### src/logic/cpu_consts.svh
// cpu core constants

`ifndef CPU_CONSTS_SVH
`define CPU_CONSTS_SVH

// datapath byte width
`define CPU_DATA_WIDTH 8

// program counter and direct address width
`define CPU_PC_WIDTH 16

// memory sizes
`define CPU_PROG_DEPTH 256
`define CPU_RAM_DEPTH 256

// one instruction is six bytes
`define CPU_INSTR_WIDTH 48

// general purpose registers A to D
`define CPU_REG_COUNT 4

`endif

### src/logic/cpu_pkg.sv
// cpu core types

`include "cpu_consts.svh"

package cpu_pkg;

    typedef enum logic [4:0] {
        ALU_PASS_A = 5'd0,
        ALU_PASS_B = 5'd1,
        ALU_ADD    = 5'd2,
        ALU_ADDC   = 5'd3,
        ALU_SUB    = 5'd4,
        ALU_AND    = 5'd5,
        ALU_OR     = 5'd6,
        ALU_XOR    = 5'd7,
        ALU_SHL    = 5'd8,
        ALU_SHR    = 5'd9,
        ALU_INC    = 5'd10,
        ALU_DEC    = 5'd11
    } alu_op_e;

    typedef enum logic [2:0] {
        ADEV_A    = 3'd0,
        ADEV_B    = 3'd1,
        ADEV_C    = 3'd2,
        ADEV_D    = 3'd3,
        ADEV_RAM  = 3'd4,
        ADEV_PORT = 3'd5,
        ADEV_ZERO = 3'd6
    } abus_dev_e;

    typedef enum logic [2:0] {
        BDEV_A     = 3'd0,
        BDEV_B     = 3'd1,
        BDEV_C     = 3'd2,
        BDEV_D     = 3'd3,
        BDEV_IMMED = 3'd4,
        BDEV_RAM   = 3'd5
    } bbus_dev_e;

    // codes 9 to 15 write nothing
    typedef enum logic [3:0] {
        TDEV_A    = 4'd0,
        TDEV_B    = 4'd1,
        TDEV_C    = 4'd2,
        TDEV_D    = 4'd3,
        TDEV_RAM  = 4'd4,
        TDEV_PORT = 4'd5,
        TDEV_PC   = 4'd6,
        TDEV_MAR  = 4'd7,
        TDEV_HALT = 4'd8,
        TDEV_NONE = 4'd9
    } targ_dev_e;

    typedef enum logic [2:0] {
        COND_ALWAYS = 3'd0,
        COND_ZERO   = 3'd1,
        COND_NZ     = 3'd2,
        COND_CARRY  = 3'd3,
        COND_NCARRY = 3'd4,
        COND_NEG    = 3'd5
    } cond_e;

    // top byte first, as the six ROMs were stacked
    typedef struct packed {
        alu_op_e                    alu_op;
        targ_dev_e                  targ_dev;
        abus_dev_e                  abus_dev;
        bbus_dev_e                  bbus_dev;
        logic                       spare_hi;
        cond_e                      cond;
        logic [3:0]                 spare_lo;
        logic                       amode;
        logic [`CPU_PC_WIDTH-1:0]   direct_addr;
        logic [`CPU_DATA_WIDTH-1:0] immed8;
    } instr_t;

    typedef struct packed {
        logic carry;
        logic zero;
        logic negative;
        logic overflow;
    } flags_t;

    typedef struct packed {
        logic [7:0]                a_sel;
        logic [7:0]                b_sel;
        logic [`CPU_REG_COUNT-1:0] reg_we;
        logic                      mar_we;
        logic                      ram_we;
        alu_op_e                   alu_op;
        logic                      amode_direct;
        // stored carry for add with carry
        logic                      carry_in;
    } ctrl_t;

    typedef struct packed {
        logic                       write;
        logic [`CPU_DATA_WIDTH-1:0] data;
    } port_word_t;

endpackage

### src/logic/port_bridge.sv
// four-phase port master

`include "cpu_consts.svh"

module port_bridge (
    input  logic                       clk,
    input  logic                       rst,
    input  logic                       start,
    input  cpu_pkg::port_word_t        req_word,
    output logic                       port_req,
    output logic                       port_write,
    output logic [`CPU_DATA_WIDTH-1:0] port_data_out,
    input  logic                       port_ack,
    input  logic [`CPU_DATA_WIDTH-1:0] port_data_in,
    output logic [`CPU_DATA_WIDTH-1:0] port_data_in_q,
    output logic                       done
);
    import cpu_pkg::*;

    typedef enum logic [1:0] {
        BR_IDLE,
        BR_WAIT_HI,
        BR_WAIT_LO
    } br_state_e;

    br_state_e  state_q;
    port_word_t word_q;

    always_ff @(posedge clk) begin
        if (rst) begin
            state_q  <= BR_IDLE;
            port_req <= 1'b0;
            done     <= 1'b0;
        end else begin
            done <= 1'b0;
            case (state_q)
                BR_IDLE: begin
                    if (start) begin
                        port_req <= 1'b1;
                        state_q  <= BR_WAIT_HI;
                    end
                end
                BR_WAIT_HI: begin
                    if (port_ack) begin
                        port_req <= 1'b0;
                        state_q  <= BR_WAIT_LO;
                    end
                end
                BR_WAIT_LO: begin
                    // device released, finish next cycle
                    if (!port_ack) begin
                        done    <= 1'b1;
                        state_q <= BR_IDLE;
                    end
                end
                default: state_q <= BR_IDLE;
            endcase
        end
    end

    always_ff @(posedge clk) begin
        if (start && state_q == BR_IDLE) begin
            word_q <= req_word;
        end
        // input byte is valid while ack is high
        if (state_q == BR_WAIT_HI && port_ack && !word_q.write) begin
            port_data_in_q <= port_data_in;
        end
    end

    assign port_write    = word_q.write;
    assign port_data_out = word_q.data;

endmodule

### config.mk
export PLATFORM = sky130hd
export DESIGN_NAME = port_bridge
export DESIGN_NICKNAME = d
export VERILOG_FILES = /design/src/logic/cpu_pkg.sv /design/src/logic/port_bridge.sv
export VERILOG_INCLUDE_DIRS = /design/src /design/src/logic
export SDC_FILE = /design/constraint.sdc
export NUM_CORES = 1
export LEC_CHECK = 0
export ABC_CLOCK_PERIOD_IN_PS = 4200
export BUFFER_PORTS_ARGS = -buffer_cell sky130_fd_sc_hd__buf_2
export CELL_PAD_IN_SITES_DETAIL_PLACEMENT = 1
export CELL_PAD_IN_SITES_GLOBAL_PLACEMENT = 1
export CORE_MARGIN = 8
export CORE_UTILIZATION = 30
export CTS_BUF_LIST = sky130_fd_sc_hd__clkbuf_8
export DETAILED_ROUTE_END_ITERATION = 6
export PLACE_DENSITY_LB_ADDON = 0.1
export SLEW_MARGIN = 5
export SYNTH_ARGS = -nofsm -noshare
export SYNTH_HDL_FRONTEND = slang
export SYNTH_SLANG_ARGS = --single-unit
### constraint.sdc
create_clock -name clk -period 4.2 [get_ports clk]
set_input_delay 0.42 -clock clk [delete_from_list [all_inputs] [get_ports clk]]
set_output_delay 0.42 -clock clk [all_outputs]
set_load 0.01 [all_outputs]
---- Word level (Yosys, flattened, before mapping) ----
Cells that the tools add are included.
storage, ports and cells
  bits in registers ....................... 21
  logic and storage cells ................. 29
cells by class
  eq/ne operators ......................... 5
  muxes and demuxes ....................... 8
  bitwise operators ....................... 1
  reduce and logical (&&, ||, !) cells .... 9
operators by type and width
  kind                                                             number
  2-bit 2-to-1 mux                                                 3
  2-bit != test, second input constant                             3
  2-bit one-hot mux with 3 select lines                            1
  3-bit AND reduction                                              2
  1-bit logical AND                                                3
  1-bit 2-to-1 mux                                                 3
  2-bit by 1-bit == test with 1-bit output, second input constant  1
  2-bit == test, second input constant                             1
  2-bit logical NOT                                                1
  1-bit one-hot mux with 2 select lines                            1
  2-bit nonzero test                                               1
  2-bit OR reduction                                               1
  1-bit logical NOT                                                1
  1-bit NOT                                                        1

---- Longest topological paths before layout ----
Gate-level depths: netlist of the first run.
  depth in word-level cells ............... 3
  mapped depth ............................ 3
  mapped depth without buffers ............ 3

---- Worst setup path before layout of the first run ----
No wires, ideal clock.
  kind .................................... reg2reg
  start ................................... register word_q, in the netlist port_write
  end ..................................... register port_data_in_q[0] (enable)
  setup time .............................. 0.398 ns
  data arrival time ....................... 1.427 ns
  required time ........................... 3.802 ns
  setup slack ............................. 2.375 ns
  cell stages (with the launch flop) ...... 2
  period minus slack after synthesis ...... 1.825 ns
  cells stage by stage .................... edfxtp_1 > nor4b_1
between the ends
  word-level cells in the longest chain between the ends .. 2
ends and longest elaborated chain
  item                    line               RTL
  start, declared         port_bridge.sv:27  port_word_t word_q;
  start signal, assigned  port_bridge.sv:63  word_q <= req_word;
  1-bit logical NOT       port_bridge.sv:66  if (state_q == BR_WAIT_HI && port_ack && !word_q.write) begin
  1-bit logical AND       port_bridge.sv:66
  end signal, assigned    port_bridge.sv:67  port_data_in_q <= port_data_in;
  end, declared           port_bridge.sv:15  output logic [`CPU_DATA_WIDTH-1:0] port_data_in_q,
Every way passes these cells.
A chain may end at the register's enable or synchronous reset.

---- Worst setup path in the final report of the first run ----
  start ................................... register state_q[0]
  end ..................................... register port_data_in_q[4] (enable)
between the ends
  word-level cells in the longest chain between the ends .. 3
ends and longest elaborated chain
  item                                      line               RTL
  start, declared                           port_bridge.sv:26  br_state_e state_q;
  start signal, assigned                    port_bridge.sv:31  state_q <= BR_IDLE;
  start signal, assigned                    port_bridge.sv:40  state_q <= BR_WAIT_HI;
  start signal, assigned                    port_bridge.sv:46  state_q <= BR_WAIT_LO;
  2-bit by 1-bit == test with 1-bit output  port_bridge.sv:66
  1-bit logical AND (2 in series)           port_bridge.sv:66
Every way passes these cells.

==> results of run 1 <==
==> final cells by class <==
class / instances / area [um^2] / area share (%)
Clock buffer: 3 / 41.29 / 4.291
Clock inverter: 1 / 5.005 / 0.5202
Inverter: 1 / 3.754 / 0.3901
Multi-Input combinational cell: 11 / 91.34 / 9.493
Sequential cell: 21 / 590.6 / 61.38
Tap cell: 28 / 35.03 / 3.641
Timing Repair Buffer: 39 / 195.2 / 20.29
==> layout by cell type (no fill, tap or decap) <==
cell | netlist | final
nor4b_1 | 2 | 1
nor2_2 | 1 | 1
buf_2 | 0 | 39
dfxtp_1 | 4 | 4
clkinv_2 | 0 | 1
nor3_1 | 1 | 1
o21bai_1 | 1 | 1
o21ai_0 | 1 | 1
and2b_2 | 1 | 1
edfxtp_1 | 17 | 17
clkbuf_8 | 0 | 3
nor4b_2 | 0 | 1
nor2b_1 | 1 | 1
a21oi_1 | 1 | 1
inv_1 | 1 | 1
a2111oi_2 | 1 | 1
xnor2_1 | 1 | 1
==> sequential cells by signal, indices dropped and copies added, names as in the netlist <==
| signal | count |
|---|---|
| port_data_in_q | 8 |
| port_req | 1 |
| port_data_out | 8 |
| done | 1 |
| state_q | 2 |
| port_write | 1 |
==> logic make-up (layout without fill, tap and decap cells) <==
logic type	count (synthesis)	count (layout)	share of synthesized area [%]
buf+inv	1	44	0.5520
xor+xnor	1	1	1.289
compound gates	4	4	4.787
flops	21	21	86.93
simple gates	6	6	6.447
==> per-stage QoR <==
stage	hold slack (ns)	setup slack [ns]	area [um^2]
4_1_cts	0.3323	2.613	962.2
2_1_floorplan	0.4877	2.375	679.4
6_report	0.3408	2.631	962.2
3_5_place_dp	0.4981	2.504	915.9
3_3_place_gp	0.5260	2.520	915.9
5_1_grt	0.3262	2.513	962.2
==> path summary, 6_finish.rpt <==
path         slack, ns  cells after the start                    start                           to
max               2.63                      1  state_q[0]$_SDFFE_PP0P_  port_data_in_q[4]$_DFFE_PP_
min               0.34                      1              req_word[5]   port_data_out[5]$_DFFE_PP_
max reg2reg       2.63                      1  state_q[0]$_SDFFE_PP0P_  port_data_in_q[4]$_DFFE_PP_
min reg2reg       0.51                      2    port_req$_SDFFE_PP0P_        port_req$_SDFFE_PP0P_
==> cells in the mapped netlist <==
cell type,instances,area [um^2]
nor4b_1,2,17.52
edfxtp_1,17,510.5
a2111oi_2,1,15.01
o21ai_0,1,5.000
inv_1,1,3.750
nor2_2,1,6.260
nor2b_1,1,6.260
nor3_1,1,5.000
xnor2_1,1,8.760
and2b_2,1,8.760
a21oi_1,1,5.000
dfxtp_1,4,80.08
o21bai_1,1,7.510
==> per-layer routing <==
layer  up-vias  wire length (um)
li1        212                 -
met1       208               610
met2        23               660
met3         2               171
met4         0                10
met5         -                 0
==> where the power goes <==
group	internal, mW	leakage, nW	switching (mW)
Combinational	0.0171	0.182	0.0175
Clock	0.0658	0.0255	0.0575
Sequential	0.237	0.191	0.00562
==> run metrics, run 1 <==
vias in the first global route=509; gr ovfl total=0; number of CTS-inserted buffers=3; I/O pin count=40; maximum clock insertion buffer count=2; setup TNS=0 ns; period utilization=37.35%; mean area per synthesized cell=20.59 um^2; # Max-Cap Violations=0; met3 usage=4.594%; first-pass GRT wire length=2311 um; full die area=0.004044 mm^2; Synth Instances=33; CP Class=flip-flop to flip-flop; fmax=0.6375 GHz; Final Slew Violations=0; Post-CTS Resized=0; CP Capture Type=flip-flop; unrepaired setup endpoints after global routing=no; Synth cell types=13; syn_nets=54; core area=0.002170 mm^2; Final Hold Viols=0; dpl cells=100; Final setup viols=0; CP arrival=1.45 ns; status=completed; diode count=0; fin cells=104; P_leak=0.3990 nW; met1 Usage GRT=7.277%; drt wl/cell=13.97 um; worst skew pair latency=0.25 ns; Routed Antenna Nets=0; CP peak stage delay=0.72 ns; port buffer count=39; H-Tree Depth=1; hold_buf cts=0; Worst slew margin=45.94%; worst-case clock skew=0.001290 ns; Peak supply drop=224.3 uV; pin slew with the least headroom to its limit=0.8089 ns; critical path startpoint category=flip-flop; clock sinks=21; CP max-delay cell=nor4b_2; fill cell count=246; WP data required=4.08 ns; Routability Congestion=0.6746; Total GRT Usage=7.278%; post-CTS setup buffers=0; synthesized cell area=679.4 um^2; number of synthesized register bits=21; total power=0.4007 mW; Nets=98; Crit Path Max Fanout=8; Area Growth Syn to Fin=41.62%; Synthesis Warnings=0; M2 GR Usage=11.28%; Residual DRC=0; DRT Pass-1 Iters=3; critical-path cell list=nor4b_2; largest net degree at the start of global routing=13; die width=63.59 um; CTS root buffer=clkbuf_8; share of layout cells above drive strength 1=61.84%; initial antenna violation count=0; height of the die=63.59 um; Crit path max-delay family=simple AND/OR/NAND/NOR gates; post-route minimum period=1.569 ns; gr busiest metal=met2; number of vias per cell=4.279; vias=445; CTS tree=built; DRT iter0 DRCs=4; clk slew on worst S/H paths=0.07 ns; WP buf/inv=0; Starting Density=31.31%; register area share after synthesis=86.92%; FP Rows=17; WL final=1453 um; worst min-delay path class=primary input to flip-flop; DP HPWL=1177 um; Pwr Density=416.5 mW/mm^2; final cell utilization of the core=44.35%
Note: power is estimated with default switching activity, not from simulation.
==> inputs of run 2 (changes only) <==
--- a/config.mk
+++ b/config.mk
@@ -6,7 +6,7 @@
 export SDC_FILE = /design/constraint.sdc
 export NUM_CORES = 1
 export LEC_CHECK = 0
-export ABC_CLOCK_PERIOD_IN_PS = 4200
+export ABC_CLOCK_PERIOD_IN_PS = 1550
 export BUFFER_PORTS_ARGS = -buffer_cell sky130_fd_sc_hd__buf_2
 export CELL_PAD_IN_SITES_DETAIL_PLACEMENT = 1
 export CELL_PAD_IN_SITES_GLOBAL_PLACEMENT = 1
==> constraint.sdc (replaced) <==
create_clock -name clk -period 1.55 [get_ports clk]
set_input_delay 0.155 -clock clk [delete_from_list [all_inputs] [get_ports clk]]
set_output_delay 0.155 -clock clk [all_outputs]
set_load 0.01 [all_outputs]
==> run 2 against run 1 <==
Effect of this change:
- sequential share of layout area down 0.48 points
- combinational power rose to 2.8 times the previous value
- sequential cell count stayed put
- largest cell class unchanged
- first-iteration DRC count is 75% higher
- clock power increased to 2.7 times the previous value
- non-clock buffer count is 1 higher
- power grew to 2.7 times the previous value
- die area did not move
- via count up 0.67%
- global-route usage barely moved
- critical path type unchanged
==> run metrics, run 2 (synthesized netlist as in run 1, its figures left out) <==
status=completed; commonest non-fill, non-tap cell in the layout=buf_2; die width=63.59 um; WP data required=1.51 ns; combinational group share of total power=8.8%; Nets=99; Sequential Power Share=60.3%; CP max-delay cell=dfxtp_1; hold_buf cts=0; DP HPWL=1248 um; fill cell count=244; Worst slew margin=81.30%; WP buf/inv=1; DRT Pass-1 Iters=2; FP Rows=17; CP arrival=1.15 ns; CP Capture Type=flip-flop; Residual DRC=0; most frequent cells in the layout=buf_2 (39), edfxtp_1 (17), dfxtp_1 (4); Final setup viols=0; fmax=0.8386 GHz; gr ovfl total=0; # Max-Cap Violations=0; share of layout cells above drive strength 1=62.34%; first-pass GRT wire length=2297 um; clock sinks=21; I/O pin count=40; CTS tree=built; critical path startpoint category=flip-flop; switch share=20.46%; Starting Density=31.31%; met2 wire len=635 um; Final Slew Violations=0; Sw Pwr=0.2233 mW; Met1 Wirelength=639 um; number of vias per cell=4.267; height of the die=63.59 um; drt wl/cell=14.10 um; Clock Power Share=30.9%; WL final=1480 um; Final Hold Viols=0; metal3 WL=191 um; CP peak stage delay=0.47 ns; worst min-delay path class=primary input to flip-flop; initial antenna violation count=0; pin slew with the least headroom to its limit=0.2799 ns; full die area=0.004044 mm^2; Pwr Density=1126 mW/mm^2; Peak supply drop=765.0 uV; CP Class=flip-flop to flip-flop; DRT iter0 DRCs=7; post-route minimum period=1.193 ns; post-CTS setup buffers=0; Routability Congestion=0.6968; clk slew on worst S/H paths=0.07 ns; CTS root buffer=clkbuf_8; Crit path max-delay family=flip-flops; Routed Antenna Nets=0; vias in the first global route=469; vias=448; number of CTS-inserted buffers=3; worst-case clock skew=0.002394 ns; Total GRT Usage=7.291%; Crit Path Max Fanout=8; Pint=0.8683 mW; largest net degree at the start of global routing=13; period utilization=76.94%; final cell utilization of the core=44.69%; setup TNS=0 ns; maximum clock insertion buffer count=2; critical-path cell list=nor4b_2, buf_4; Area Growth Syn to Fin=42.73%; P_leak=0.4044 nW; Post-CTS Resized=0; diode count=0; worst skew pair latency=0.25 ns; H-Tree Depth=1; port buffer count=39; core area=0.002170 mm^2; top sig layer=met4; unrepaired setup endpoints after global routing=no
run 2: changes by cell type in the layout (fill, tap and decap cells not counted), sizes merged:
cell / before / now
buf: 39 / 40
run 2: routing by layer:
metal / GRT usage, % / up-vias
met1: 7.941 / 207
met4: 4.178 / 0
met3: 4.947 / 2
li1: - / 214
met5: 0 / -
met2: 10.27 / 25
run 2: layout make-up:
| type | instances | area, um^2 | share of cell area, % |
|---|---|---|---|
| flip-flops and latches | 21 | 590.6 | 60.90 |
| well taps | 28 | 35.03 | 3.613 |
| repair buffers | 40 | 202.7 | 20.90 |
| clock inverters | 1 | 5.005 | 0.5161 |
| inverters | 1 | 3.754 | 0.3871 |
| clock buffers | 3 | 41.29 | 4.258 |
| multi-input cells | 11 | 91.34 | 9.419 |
run 2: per-stage QoR:
stage / total power [mW] / std cells / setup WS [ns] / area [um^2] / hold slack [ns]
final: 1.092 / 105 / 0.3575 / 969.7 / 0.07638
after CTS: 1.106 / 105 / 0.3479 / 969.7 / 0.07224
after global placement: 0.7672 / 101 / 0.3768 / 923.4 / 0.3311
after floorplan: 0.7092 / 33 / 0.1098 / 685.7 / 0.2241
after global routing: 1.143 / 105 / 0.3089 / 969.7 / 0.05861
after detailed placement: 0.7698 / 101 / 0.3507 / 923.4 / 0.3334
run 2: power groups by stage:
stage,clock network (mW),logic (mW),registers [mW]
after floorplan,0,0.0271,0.682
after global placement,0,0.0973,0.670
after detailed placement,0,0.0990,0.671
after CTS,0.349,0.0992,0.658
after global routing,0.376,0.106,0.661
final,0.338,0.0962,0.658
run 2: final timing paths:
path	startpoint	to	slack [ns]	depth (start not counted)
hold reg to reg	port_req$_SDFFE_PP0P_	port_req$_SDFFE_PP0P_	0.50	2
hold / removal	port_data_in[3]	port_data_in_q[3]$_DFFE_PP_	0.08	1
setup / recovery	state_q[0]$_SDFFE_PP0P_	port_data_in_q[2]$_DFFE_PP_	0.36	2
setup reg to reg	state_q[0]$_SDFFE_PP0P_	port_data_in_q[2]$_DFFE_PP_	0.36	2
run 2: worst register-to-register path: stages (launching register included):
cell	delay, ns
dfxtp_1	0.47
nor4b_2	0.24
buf_4	0.20
==> inputs of run 3 (changes only) <==
--- a/config.mk
+++ b/config.mk
@@ -6,7 +6,8 @@
 export SDC_FILE = /design/constraint.sdc
 export NUM_CORES = 1
 export LEC_CHECK = 0
-export ABC_CLOCK_PERIOD_IN_PS = 1550
+export ABC_AREA = 1
+export ABC_CLOCK_PERIOD_IN_PS = 1100
 export BUFFER_PORTS_ARGS = -buffer_cell sky130_fd_sc_hd__buf_2
 export CELL_PAD_IN_SITES_DETAIL_PLACEMENT = 1
 export CELL_PAD_IN_SITES_GLOBAL_PLACEMENT = 1
==> constraint.sdc (replaced) <==
create_clock -name clk -period 1.1 [get_ports clk]
set_input_delay 0.11 -clock clk [delete_from_list [all_inputs] [get_ports clk]]
set_output_delay 0.11 -clock clk [all_outputs]
set_load 0.01 [all_outputs]
==> run 3 against run 2 <==
Effect of this change:
- clock-buffer cell count is the same
- area after synthesis is 1.8% higher
- cell count increased by 9.5%
- clock power rose by 40%
- hold slack worse by 0.045 ns
- critical endpoint is now port_data_in_q[7]$_DFFE_PP_
==> run metrics, run 3 <==
pin slew with the least headroom to its limit=0.1341 ns; DP HPWL=1371 um; Worst Setup EP=port_data_in_q[7]$_DFFE_PP_; register area share after synthesis=85.35%; number of vias per cell=4.183; status=completed; die width=64.03 um; WL final=1591 um; worst-case clock skew=0.001171 ns; clk slew on worst S/H paths=0.07 ns; most frequent cells in the layout=buf_2 (39), edfxtp_1 (17), nand2_1 (6); synthesized cell area=691.9 um^2; share of layout cells above drive strength 1=63.22%; reg2reg path depth=4; DRT iter0 DRCs=2; Starting Density=31.58%; drt wl/cell=13.83 um; Synth Instances=42; P_leak=0.4390 nW; setup ws final=0.07922 ns; critical path startpoint category=flip-flop; period utilization=92.80%; Total GRT Usage=7.887%; I/O pin count=40; H-Tree Depth=1; # Max-Cap Violations=0; hold_buf cts=0; most numerous cell in the Yosys netlist=edfxtp_1; maximum clock insertion buffer count=2; critical-path cell list=inv_2, nand3_2, nor2_2, buf_6; Crit path max-delay family=flip-flops; Synth top area share=73.78%; FP Rows=17; vias in the first global route=508; worst r2r dst=port_data_in_q[7]$_DFFE_PP_; Nets=109; Synth cell types=11; met2 wire len=774 um; Synthesis Warnings=0; WHS=0.03169 ns; area leader, netlist=edfxtp_1; fin area=0.001007 mm^2; CP Launch Point=state_q[1]$_SDFFE_PP0P_; Stages on worst setup path=4; unrepaired setup endpoints after global routing=no; CP Capture Type=flip-flop; worst skew pair latency=0.25 ns; CP Class=flip-flop to flip-flop; metal3 WL=187 um; Post-CTS Resized=0; Final Slew Violations=0; CP peak stage delay=0.35 ns; WP data required=1.07 ns; diode count=0; CTS root buffer=clkbuf_8; height of the die=64.03 um; Setup WS pre-CTS=0.02553 ns; top_reg_cell synth=edfxtp_1; full die area=0.004099 mm^2; vias=481; Pwr Density=1543 mW/mm^2; CP max-delay cell=dfxtp_2; largest net degree at the start of global routing=13; Placed Instance Area=954.7 um^2; number of flops mapped to enable cells by yosys=17; Routed Antenna Nets=0; Residual DRC=0; fill cell count=245; Final Hold Viols=0; Worst slew margin=91.05%; fmax=0.9796 GHz; R2R Path Start=state_q[1]$_SDFFE_PP0P_; core area=0.002191 mm^2; setup TNS=0 ns; top sig layer=met4; largest cells by area after synthesis=edfxtp_1 (74%), dfxtp_1 (12%), nand2_1 (3.3%), nor2_1 (2.7%), nand3_1 (1.4%); number of synthesized register bits=21; CTS tree=built; top post-synthesis cells by count=edfxtp_1 (17), nand2_1 (6), nor2_1 (5), dfxtp_1 (4); clock sinks=21; R2R setup slack=0.08 ns; syn_nets=63; Crit Path Max Fanout=8; gr ovfl total=0; WP buf/inv=2; Final setup viols=0; Peak supply drop=607.9 uV; asr flop ratio synth=0%; Area Growth Syn to Fin=45.57%; mean area per synthesized cell=16.47 um^2; worst min-delay path class=primary input to flip-flop; Met1 Wirelength=603 um; port buffer count=39; initial antenna violation count=0; CP arrival=0.99 ns; commonest non-fill, non-tap cell in the layout=buf_2; post-CTS setup buffers=0; post-route minimum period=1.021 ns; first-pass GRT wire length=2546 um; DRT Pass-1 Iters=2; Hold Crit Depth=1; Routability Congestion=0.6965; number of CTS-inserted buffers=3
run 3: power breakdown:
group          switching (mW)  leakage, nW  internal (mW)
logic                  0.0815        0.221         0.0751
clock network           0.222       0.0255          0.251
registers              0.0172        0.192          0.907
run 3: metrics by stage:
step	instances	utilization, %	power, mW
after CTS	115	45.69	1.580
after detailed placement	111	43.58	1.102
after global placement	111	43.58	1.097
final	115	45.97	1.554
after floorplan	42	-	0.9991
after global routing	115	45.97	1.626
run 3: kinds of logic after synthesis:
kind of cell	Yosys count	share of synthesized area, %
DFF	21	85.35
and+or+nand+nor	16	11.21
buffers and inverters	4	2.171
AOI/OAI and AO/OA	1	1.266
run 3: area by class of cell:
cell class / count / area [um^2] / area share (%)
inverter: 4 / 15.01 / 1.491
timing repair buffer: 41 / 226.5 / 22.48
multi-input combinational: 17 / 91.34 / 9.068
tap: 28 / 35.03 / 3.478
clock buffer: 3 / 41.29 / 4.099
sequential: 21 / 593.1 / 58.88
clock inverter: 1 / 5.005 / 0.4969
run 3: per-layer routing:
layer,up-vias,GRT usage [%]
met5,-,0
met4,0,3.343
met3,4,4.530
met2,24,13.17
met1,218,7.862
li1,235,-
run 3: worst min path at each step:
stage	start	to
after floorplan	port_ack	done$_SDFF_PP0_
after global placement	req_word[6]	port_data_out[6]$_DFFE_PP_
after detailed placement	port_data_in[3]	port_data_in_q[3]$_DFFE_PP_
after CTS	req_word[0]	port_data_out[0]$_DFFE_PP_
after global routing	port_data_in[3]	port_data_in_q[3]$_DFFE_PP_
final	req_word[0]	port_data_out[0]$_DFFE_PP_
